<file path="config.mk">
export PLATFORM = sky130hd
export DESIGN_NAME = dispatch_top
export DESIGN_NICKNAME = d
export VERILOG_FILES = /design/src/logic/dispatch_pkg.sv /design/src/logic/rse_if.sv /design/src/logic/dispatch_top.sv /design/src/logic/instruction_dispatcher.sv /design/src/logic/reservation_queue.sv /design/src/logic/rob_file.sv
export SDC_FILE = /design/constraint.sdc
export NUM_CORES = 1
export LEC_CHECK = 0
export BUFFER_PORTS_ARGS = -buffer_cell sky130_fd_sc_hd__buf_2
export CORE_ASPECT_RATIO = 0.75
export CORE_MARGIN = 1
export CORE_UTILIZATION = 41
export DETAILED_ROUTE_END_ITERATION = 10
export PLACE_DENSITY = 0.59
export SLEW_MARGIN = 25
export SYNTH_ARGS = -nofsm -noshare
export SYNTH_HDL_FRONTEND = slang
export SYNTH_HIERARCHICAL = 1
export SYNTH_SLANG_ARGS = --single-unit
</file>
<file path="constraint.sdc">
create_clock -name clk -period 9.9 [get_ports clk]
set_input_delay 0 -clock clk [delete_from_list [all_inputs] [get_ports clk]]
set_output_delay 0 -clock clk [all_outputs]
set_load 0.1 [all_outputs]
</file>
<file path="src/logic/dispatch_pkg.sv">
// Dispatch stage shared definitions

`default_nettype none

package dispatch_pkg;

	// ========================================================================
	// Sizes
	// ========================================================================

	// Default reorder buffer depth
	parameter int ROB_ENTRIES = 8;

	// Index into the reorder buffer
	typedef logic [2:0] rob_ndx_t;

	// Four functional units sit behind the dispatcher
	parameter int NUM_UNITS = 4;
	parameter int UNIT_ALU0 = 0;
	parameter int UNIT_ALU1 = 1;
	parameter int UNIT_MUL = 2;
	parameter int UNIT_MEM = 3;

	// Default reservation queue depth, which is also the starting credit count
	parameter int QUEUE_DEPTH = 2;

	// ========================================================================
	// Instruction encodings
	// ========================================================================

	// Operation class decides which unit can take the instruction
	typedef enum logic [1:0] {
		CLS_ALU = 2'd0,
		CLS_MUL = 2'd1,
		CLS_MEM = 2'd2
	} op_class_t;

	// The operand word is read either as three registers or as rd plus a
	// signed 11 bit immediate, chosen by the entry's format bit
	typedef union packed {
		struct packed {
			logic [4:0] rd;
			logic [4:0] rs1;
			logic [4:0] rs2;
			logic pad;
		} reg_f;
		struct packed {
			logic [4:0] rd;
			logic signed [10:0] imm;
		} imm_f;
	} operand_u;

	// One reorder buffer slot
	typedef struct packed {
		logic v;
		logic rdy;
		logic disp;
		logic done;
		op_class_t cls;
		// High selects the immediate view of opnd
		logic immf;
		operand_u opnd;
	} rob_entry_t;

	// Decoded entry as it is held in a reservation queue
	typedef struct packed {
		rob_ndx_t rndx;
		logic nop;
		logic [4:0] rd;
		logic [4:0] src1;
		logic [4:0] src2;
		logic [15:0] imm;
		logic immv;
	} rse_entry_t;

endpackage

`default_nettype wire

</file>
<file path="src/logic/rse_if.sv">
// Reservation queue link

`default_nettype none

interface rse_if
	import dispatch_pkg::*;
();

	// One cycle push from the dispatcher into the queue
	logic send;

	// Decoded entry, only meaningful while send is high
	rse_entry_t entry;

	// One cycle pulse from the queue for every entry that left it
	logic credit;

	// Dispatcher side drives the push and watches returned credits
	modport disp (
		output send,
		output entry,
		input credit
	);

	// Queue side accepts the push and returns credits
	modport queue (
		input send,
		input entry,
		output credit
	);

endinterface

`default_nettype wire

</file>
<file path="src/logic/dispatch_top.sv">
// Dispatch stage top level

`default_nettype none

module dispatch_top
	import dispatch_pkg::*;
#(
	parameter int ROB_ENTRIES = dispatch_pkg::ROB_ENTRIES,
	parameter int QUEUE_DEPTH = dispatch_pkg::QUEUE_DEPTH
) (
	input wire logic clk,
	input wire logic rst,
	input wire logic alloc_valid_i,
	input op_class_t alloc_cls_i,
	input wire logic alloc_immf_i,
	input wire logic [15:0] alloc_opnd_i,
	input wire logic alloc_rdy_i,
	output rob_ndx_t alloc_ndx_o,
	output logic rob_full_o,
	input wire logic wake_valid_i,
	input rob_ndx_t wake_rob_i,
	input wire logic [ROB_ENTRIES-1:0] stomp_i,
	input wire logic complete_valid_i,
	input rob_ndx_t complete_rob_i,
	output logic [NUM_UNITS-1:0] issue_valid_o,
	input wire logic [NUM_UNITS-1:0] issue_ready_i,
	output rse_entry_t [NUM_UNITS-1:0] issue_entry_o,
	output logic retire_valid_o,
	output rob_ndx_t retire_rob_o
);

	// ROB to dispatcher link
	rob_entry_t [ROB_ENTRIES-1:0] rob_entries;
	logic [ROB_ENTRIES-1:0] dispatchable;
	logic [ROB_ENTRIES-1:0] mark;

	// One push and credit link per functional unit
	rse_if rse_link [NUM_UNITS] ();

	rob_file #(
		.ROB_ENTRIES(ROB_ENTRIES)
	) u_rob (
		.clk(clk),
		.rst(rst),
		.alloc_valid_i(alloc_valid_i),
		.alloc_cls_i(alloc_cls_i),
		.alloc_immf_i(alloc_immf_i),
		.alloc_opnd_i(alloc_opnd_i),
		.alloc_rdy_i(alloc_rdy_i),
		.alloc_ndx_o(alloc_ndx_o),
		.rob_full_o(rob_full_o),
		.wake_valid_i(wake_valid_i),
		.wake_rob_i(wake_rob_i),
		.complete_valid_i(complete_valid_i),
		.complete_rob_i(complete_rob_i),
		.mark_i(mark),
		.rob_o(rob_entries),
		.dispatchable_o(dispatchable),
		.retire_valid_o(retire_valid_o),
		.retire_rob_o(retire_rob_o)
	);

	instruction_dispatcher #(
		.ROB_ENTRIES(ROB_ENTRIES),
		.QUEUE_DEPTH(QUEUE_DEPTH)
	) u_dispatcher (
		.clk(clk),
		.rst(rst),
		.rob_i(rob_entries),
		.dispatchable_i(dispatchable),
		.stomp_i(stomp_i),
		.mark_o(mark),
		.rse(rse_link)
	);

	// Unit order here matches UNIT_ALU0 through UNIT_MEM
	for (genvar u = 0; u < NUM_UNITS; u++) begin : g_queue
		reservation_queue #(
			.QUEUE_DEPTH(QUEUE_DEPTH)
		) u_queue (
			.clk(clk),
			.rst(rst),
			.rse(rse_link[u]),
			.issue_valid_o(issue_valid_o[u]),
			.issue_ready_i(issue_ready_i[u]),
			.issue_entry_o(issue_entry_o[u])
		);
	end

endmodule

`default_nettype wire

</file>
<file path="src/logic/instruction_dispatcher.sv">
// Instruction dispatcher

`default_nettype none

module instruction_dispatcher
	import dispatch_pkg::*;
#(
	parameter int ROB_ENTRIES = dispatch_pkg::ROB_ENTRIES,
	parameter int QUEUE_DEPTH = dispatch_pkg::QUEUE_DEPTH
) (
	input wire logic clk,
	input wire logic rst,
	input rob_entry_t [ROB_ENTRIES-1:0] rob_i,
	input wire logic [ROB_ENTRIES-1:0] dispatchable_i,
	input wire logic [ROB_ENTRIES-1:0] stomp_i,
	output logic [ROB_ENTRIES-1:0] mark_o,
	rse_if.disp rse [NUM_UNITS]
);

	// Credit counter has to hold the full queue depth
	localparam int CRD_W = $clog2(QUEUE_DEPTH + 1);

	logic [NUM_UNITS-1:0] credit_ok;
	logic [NUM_UNITS-1:0] sel_v;
	rob_ndx_t sel_ndx [NUM_UNITS];
	logic [ROB_ENTRIES-1:0] taken;

	// Class served by each unit; both ALU units take ALU work
	function automatic op_class_t unit_class(input int u);
		case (u)
			UNIT_ALU0: return CLS_ALU;
			UNIT_ALU1: return CLS_ALU;
			UNIT_MUL: return CLS_MUL;
			default: return CLS_MEM;
		endcase
	endfunction

	// Turn a ROB slot into a queue entry
	// Squashed slots still travel so the ROB can account for them
	function automatic rse_entry_t build_entry(
		input rob_entry_t e,
		input rob_ndx_t ndx,
		input logic stomped
	);
		rse_entry_t r;
		r = '0;
		r.rndx = ndx;
		if (stomped) begin
			r.nop = 1'b1;
		end else if (e.immf) begin
			r.rd = e.opnd.imm_f.rd;
			r.imm = {{5{e.opnd.imm_f.imm[10]}}, e.opnd.imm_f.imm};
			r.immv = 1'b1;
		end else begin
			r.rd = e.opnd.reg_f.rd;
			r.src1 = e.opnd.reg_f.rs1;
			r.src2 = e.opnd.reg_f.rs2;
		end
		return r;
	endfunction

	// ========================================================================
	// Selection
	// ========================================================================

	// Units are scanned in order so alu0 always gets the first ALU pick and
	// alu1 the next one; each unit takes the lowest free index of its class
	always_comb begin
		taken = '0;
		sel_v = '0;
		for (int u = 0; u < NUM_UNITS; u++) begin
			sel_ndx[u] = '0;
			for (int n = 0; n < ROB_ENTRIES; n++) begin
				if (!sel_v[u] && credit_ok[u] && dispatchable_i[n] && !taken[n] &&
					rob_i[n].cls == unit_class(u)) begin
					sel_v[u] = 1'b1;
					sel_ndx[u] = rob_ndx_t'(n);
					taken[n] = 1'b1;
				end
			end
		end
	end

	// ROB sets its dispatched flags on the edge that latches the sends
	assign mark_o = taken;

	// ========================================================================
	// Per unit credits and output registers
	// ========================================================================

	for (genvar u = 0; u < NUM_UNITS; u++) begin : g_unit
		logic [CRD_W-1:0] credit_q;
		logic send_q;
		rse_entry_t entry_q;

		assign credit_ok[u] = (credit_q != '0);

		// A send and a returned credit in the same cycle cancel out
		always_ff @(posedge clk) begin
			if (rst) begin
				credit_q <= CRD_W'(QUEUE_DEPTH);
				send_q <= 1'b0;
			end else begin
				credit_q <= credit_q + CRD_W'(rse[u].credit) - CRD_W'(sel_v[u]);
				send_q <= sel_v[u];
			end
		end

		always_ff @(posedge clk) begin
			if (sel_v[u]) begin
				entry_q <= build_entry(rob_i[sel_ndx[u]], sel_ndx[u], stomp_i[sel_ndx[u]]);
			end
		end

		assign rse[u].send = send_q;
		assign rse[u].entry = entry_q;

		// Returned credits never outnumber the queue slots, so a nonzero count
		// always stands for a free slot behind the link
		a_credit_range: assert property (@(posedge clk) disable iff (rst)
			credit_q <= CRD_W'(QUEUE_DEPTH));
	end

endmodule

`default_nettype wire

</file>
<file path="src/logic/reservation_queue.sv">
// Reservation queue

`default_nettype none

module reservation_queue
	import dispatch_pkg::*;
#(
	parameter int QUEUE_DEPTH = dispatch_pkg::QUEUE_DEPTH
) (
	input wire logic clk,
	input wire logic rst,
	rse_if.queue rse,
	output logic issue_valid_o,
	input wire logic issue_ready_i,
	output rse_entry_t issue_entry_o
);

	// A depth of one still needs a pointer bit
	localparam int PTR_W = (QUEUE_DEPTH > 1) ? $clog2(QUEUE_DEPTH) : 1;
	localparam int CNT_W = $clog2(QUEUE_DEPTH + 1);

	rse_entry_t mem_q [QUEUE_DEPTH];
	logic [PTR_W-1:0] rd_ptr_q;
	logic [PTR_W-1:0] wr_ptr_q;
	logic [CNT_W-1:0] count_q;
	logic credit_q;
	logic push;
	logic pop;
	logic full;

	function automatic logic [PTR_W-1:0] ptr_next(input logic [PTR_W-1:0] p);
		return (p == PTR_W'(QUEUE_DEPTH - 1)) ? '0 : p + 1'b1;
	endfunction

	assign push = rse.send;
	assign pop = issue_valid_o && issue_ready_i;
	assign full = (count_q == CNT_W'(QUEUE_DEPTH));

	// Oldest entry is offered to the unit
	assign issue_valid_o = (count_q != '0);
	assign issue_entry_o = mem_q[rd_ptr_q];

	always_ff @(posedge clk) begin
		if (rst) begin
			rd_ptr_q <= '0;
			wr_ptr_q <= '0;
			count_q <= '0;
			credit_q <= 1'b0;
		end else begin
			if (push) begin
				wr_ptr_q <= ptr_next(wr_ptr_q);
			end
			if (pop) begin
				rd_ptr_q <= ptr_next(rd_ptr_q);
			end
			count_q <= count_q + CNT_W'(push) - CNT_W'(pop);
			// Freed slot goes back to the dispatcher a cycle later
			credit_q <= pop;
		end
	end

	always_ff @(posedge clk) begin
		if (push) begin
			mem_q[wr_ptr_q] <= rse.entry;
		end
	end

	assign rse.credit = credit_q;

	// Credit accounting in the dispatcher keeps pushes off a full queue
	a_no_push_full: assert property (@(posedge clk) disable iff (rst)
		push |-> !full);

endmodule

`default_nettype wire

</file>
<file path="src/logic/rob_file.sv">
// Reorder buffer storage

`default_nettype none

module rob_file
	import dispatch_pkg::*;
#(
	parameter int ROB_ENTRIES = dispatch_pkg::ROB_ENTRIES
) (
	input wire logic clk,
	input wire logic rst,
	input wire logic alloc_valid_i,
	input op_class_t alloc_cls_i,
	input wire logic alloc_immf_i,
	input wire logic [15:0] alloc_opnd_i,
	input wire logic alloc_rdy_i,
	output rob_ndx_t alloc_ndx_o,
	output logic rob_full_o,
	input wire logic wake_valid_i,
	input rob_ndx_t wake_rob_i,
	input wire logic complete_valid_i,
	input rob_ndx_t complete_rob_i,
	input wire logic [ROB_ENTRIES-1:0] mark_i,
	output rob_entry_t [ROB_ENTRIES-1:0] rob_o,
	output logic [ROB_ENTRIES-1:0] dispatchable_o,
	output logic retire_valid_o,
	output rob_ndx_t retire_rob_o
);

	// Occupancy counter has to reach ROB_ENTRIES itself
	localparam int CNT_W = $clog2(ROB_ENTRIES + 1);

	rob_entry_t [ROB_ENTRIES-1:0] rob_q;
	rob_ndx_t head_q;
	rob_ndx_t tail_q;
	logic [CNT_W-1:0] count_q;
	logic alloc_take;
	logic retire;

	// Circular increment that also works for depths that are not a power of two
	function automatic rob_ndx_t rob_next(input rob_ndx_t p);
		return (p == rob_ndx_t'(ROB_ENTRIES - 1)) ? '0 : p + 1'b1;
	endfunction

	assign rob_full_o = (count_q == CNT_W'(ROB_ENTRIES));
	assign alloc_ndx_o = tail_q;
	assign alloc_take = alloc_valid_i && !rob_full_o;

	// The oldest entry leaves once its completion has been seen
	assign retire = rob_q[head_q].v && rob_q[head_q].done;
	assign retire_valid_o = retire;
	assign retire_rob_o = head_q;

	// Dispatcher sees every slot and a ready-to-go summary
	assign rob_o = rob_q;

	always_comb begin
		for (int n = 0; n < ROB_ENTRIES; n++) begin
			dispatchable_o[n] = rob_q[n].v && rob_q[n].rdy && !rob_q[n].disp;
		end
	end

	// ========================================================================
	// Slot state
	// ========================================================================

	always_ff @(posedge clk) begin
		if (rst) begin
			for (int n = 0; n < ROB_ENTRIES; n++) begin
				rob_q[n].v <= 1'b0;
				rob_q[n].rdy <= 1'b0;
				rob_q[n].disp <= 1'b0;
				rob_q[n].done <= 1'b0;
			end
			head_q <= '0;
			tail_q <= '0;
			count_q <= '0;
		end else begin
			for (int n = 0; n < ROB_ENTRIES; n++) begin
				// A wakeup only matters for a live slot
				if (wake_valid_i && wake_rob_i == rob_ndx_t'(n) && rob_q[n].v) begin
					rob_q[n].rdy <= 1'b1;
				end
				// Marked on the same edge the dispatcher latches the entry
				if (mark_i[n]) begin
					rob_q[n].disp <= 1'b1;
				end
				if (complete_valid_i && complete_rob_i == rob_ndx_t'(n)) begin
					rob_q[n].done <= 1'b1;
				end
			end
			if (retire) begin
				rob_q[head_q].v <= 1'b0;
				head_q <= rob_next(head_q);
			end
			// Allocation comes last so a stale pulse aimed at the tail loses
			if (alloc_take) begin
				rob_q[tail_q] <= '{
					v: 1'b1,
					rdy: alloc_rdy_i,
					disp: 1'b0,
					done: 1'b0,
					cls: alloc_cls_i,
					immf: alloc_immf_i,
					opnd: operand_u'(alloc_opnd_i)
				};
				tail_q <= rob_next(tail_q);
			end
			count_q <= count_q + CNT_W'(alloc_take) - CNT_W'(retire);
		end
	end

	// ========================================================================
	// Checks
	// ========================================================================

	// Execution can only report on something the dispatcher already sent out
	a_complete_live: assert property (@(posedge clk) disable iff (rst)
		complete_valid_i |-> rob_q[complete_rob_i].v && rob_q[complete_rob_i].disp);

	// The front end must hold off while every slot is taken
	a_no_alloc_full: assert property (@(posedge clk) disable iff (rst)
		alloc_valid_i |-> !rob_full_o);

endmodule

`default_nettype wire

</file>
==> impl_metrics.py <==
metrics = {
    "pwr": {
        "power_uw": 7420,
        "power.switching_uw": 2500,
        "ir_drop_v": 0.000163,
        "swShare_pct": 33.7,
        "power_density_nw_per_um2": 209,
        "clkPwrFrac_pct": 33.3,
        "leakage_uw": 0.0140,
        "seqPwrFrac_pct": 41.4,
        "pwr-share-comb_pct": 25.3,
        "internal_power_uw": 4920,
    },
    "floorplanning": {
        "pin_count": 199,
        "die_x_microns": 319,
        "start_util_pct": 41.8,
        "die_y_microns": 240,
        "die_area_sq_um": 76600,
        "num_rows": 86,
        "core_area_sq_um": 74000,
    },
    "cells_and_area": {
        "finalInstanceArea_sq_um": 35400,
        "nets": 2617,
        "drive_gt1_share_pct": 23.4,
        "fillers": 6470,
        "antenna-diode-count": 0,
        "area_delta_synth_final_pct": 14.4,
        "multi_input_area_sq_um": 11500,
        "seqCellArea_sq_um": 18500,
        "finalNonFillerCells": 3569,
    },
    "placed_design": {
        "dp_hpwl_mm": 57.0,
        "place.gp.congestion": 0.920,
        "preCtsSetupSlack_ns": 5.19,
        "dpl_cell_area_sq_um": 32800,
        "portBuffers": 198,
        "placed_cells": 3401,
    },
    "logic_synthesis": {
        "synth_seq_area_share_pct": 59.8,
        "synth-main-ff-cell": "edfxtp_1",
        "yosysTopAreaCell": "edfxtp_1",
        "synthArstFlopShare_pct": 0,
        "yosys-top-cells-count": "edfxtp_1 (564), nand2_1 (276), and2_1 (191)",
        "ys_warn_count": 6,
        "netlist.area_leader.share_pct": 54.7,
        "syn_nets": 2410,
        "post-synth-top-count-cell": "edfxtp_1",
        "avgSynthCellArea_sq_um": 13.2,
        "synthesis.area_sq_um": 30900,
        "ys_ff_latch": 642,
        "syn_inst": 2341,
        "synthDistinctLibCells": 85,
        "synth_edf_count": 564,
        "synth_area_leaders": "edfxtp_1 (55%), mux2_4 (5.8%), mux2i_1 (5.4%)",
    },
    "setup_path": {
        "start_kind": "register",
        "end_kind": "register",
        "cp.required_ns": 10.17,
        "path_max_fanout": 28,
        "arrival_ns": 5.19,
        "crit_type": "register to register",
    },
    "global_route": {
        "use_met2_pct": 33.0,
        "grt_max_degree": 56,
        "busiest_layer": "met2",
        "grt.met3_usage_pct": 5.00,
        "use_met1_pct": 31.6,
        "gr-total-overflow": 0,
        "grt_first_pass_wirelength_mm": 125,
        "grt_pass1_vias": 19300,
        "grt_antenna_before_repair": 3,
        "grt_usage_pct": 22.0,
    },
    "timing": {
        "fin_skew_ns": 0.0281,
        "timing.final.crit_share_pct": 49.7,
        "finalSetupTns_ns": 0,
        "setup_ws_ns": 4.98,
        "rsz0062_at_grt": "no",
        "drv_slew": 0,
        "max_clock_freq_mhz": 203,
        "period_needed_ns": 4.92,
        "setup-violations-final": 0,
        "hold_viol": 0,
        "tightest_slew_ns": 1.06,
        "relSlewSlack_pct": 28.4,
    },
    "routing": {
        "viasPerCell": 5.62,
        "wl_mm": 85.4,
        "drt_first_pass_iters": 6,
        "remaining_drc_errors": 0,
        "ant_nets": 0,
        "num_vias": 20100,
        "routedWlPerCell_microns": 23.9,
        "drtIter0Drc": 2317,
    },
    "run_status": {
        "status": "finished clean",
    },
    "cts": {
        "cts_made_buffers": 68,
        "cts_tree": "built",
        "cts_sinks": 642,
        "clk_path_buf_depth": 3,
        "cts.reportedPaths.clkPinSlew_ns": 0.07,
        "cts_htree_levels": 3,
        "clock_latency_ns": 0.63,
        "cts-root-buf": "clkbuf_16",
    },
    "job": {
        "maxCapViolCount": 0,
    },
    "worst_hold_path": {
        "worstHoldPathType": "input port to register",
    },
}
final timing paths:
check                                                   start                                     endpoint  slack, ns  cells past startpoint
setup / recovery                   u_rob/rob_o[45]$_SDFF_PP0_  u_dispatcher/rse[1].entry[31]$_SDFFCE_PP0N_       4.98                     12
hold / removal                                     stomp_i[6]      u_dispatcher/rse[0].entry[32]$_DFFE_PN_       0.14                      4
setup reg to reg                   u_rob/rob_o[45]$_SDFF_PP0_  u_dispatcher/rse[1].entry[31]$_SDFFCE_PP0N_       4.98                     12
hold reg to reg   u_dispatcher/rse[2].entry[29]$_SDFFCE_PP0N_    g_queue[2].u_queue/mem_q[0][29]$_DFFE_PP_       0.44                      0
per-layer routing:
metal  part of all wire, %  vias to the layer above
met4                   2.5                        4
met5                 0.028                        -
met1                    46                     9926
li1                      -                     9077
met3                   8.4                      148
met2                    43                      900
state kept, by name (all words and copies together), names as in the netlist, 4 cells and up, named ones only:
register and flops:
u_rob/count_q 4, g_queue.u_queue/count_q 8, g_queue.u_queue/mem_q 288, u_dispatcher/rse.send 4
u_dispatcher/g_unit.credit_q 8, g_queue.u_queue/wr_ptr_q 4, g_queue.u_queue/rse.credit 4, u_rob/rob_o 184
u_dispatcher/rse.entry 124, g_queue.u_queue/rd_ptr_q 4
repair_timing:
item                      CTS  global route
hold endpoints to repair  193             0
hold buffers               45             0
setup buffers               0             0
resized for setup           0             0
logic make-up (layout without fill, tap and decap cells):
group / count (synthesis) / after routing / synth area share (%)
compound gates: 243 / 243 / 6.04
xor+xnor: 19 / 19 / 0.716
fa+ha+maj: 26 / 26 / 1.08
buf+inv: 193 / 453 / 3.63
flops: 642 / 642 / 59.8
mux: 344 / 344 / 13.8
simple gates: 874 / 874 / 15.0
worst max-delay path: stages (launching register included):
cell and delay [ns]:
dfxtp_1 0.34, nand2_1 0.11, nor2_1 0.09, nor3b_4 0.20, nor3_2 0.52, nand2_1 0.14
a31oi_1 0.78, a21oi_1 0.53, nor4_1 0.41, a211o_1 0.20, a211oi_4 0.05, buf_4 0.27
a2111oi_0 0.91
metrics by stage:
step | hold slack [ns] | utilization, %
after floorplan | 0.0716 | -
after CTS | 0.0941 | 47.8
after detailed placement | 0.363 | 44.4
after global placement | 0.361 | 44.1
final | 0.137 | 47.8
after global routing | 0.139 | 47.8
layout by cell type (no fill, tap or decap), drive strengths merged, types with 26 or more instances in the layout:
| master | Yosys | layout |
|---|---|---|
| mux2i | 166 | 166 |
| clkbuf | 68 | 93 |
| mux2 | 165 | 165 |
| and3 | 45 | 45 |
| a22o | 26 | 26 |
| nor2 | 103 | 103 |
| dfxtp | 78 | 78 |
| edfxtp | 564 | 564 |
| nor3 | 41 | 41 |
| and2 | 191 | 191 |
| buf | 86 | 246 |
| a31oi | 29 | 29 |
| a21oi | 32 | 32 |
| nand2 | 277 | 277 |
| a311oi | 27 | 27 |
| nor2b | 56 | 56 |
| inv | 38 | 45 |
| dlygate4sd3 | 0 | 45 |
| nor4 | 28 | 28 |
| nand3 | 47 | 47 |
power groups by stage:
stage / registers (uW) / clock network [uW] / logic (uW)
final: 3070 / 2470 / 1880
after global routing: 3080 / 2630 / 1950
after CTS: 3070 / 2540 / 1890
after detailed placement: 3130 / 0 / 1870
after global placement: 3120 / 0 / 1850
after floorplan: 3110 / 0 / 1640
cell type report:
type | count | area share, %
inverters | 39 | 0.420
repair buffers | 291 | 5.37
well taps | 968 | 3.42
flip-flops and latches | 642 | 52.2
multi-input cells | 1506 | 32.5
clock buffers | 93 | 5.27
clock inverters | 30 | 0.742
No activity file was read; power rests on OpenSTA's default activity.
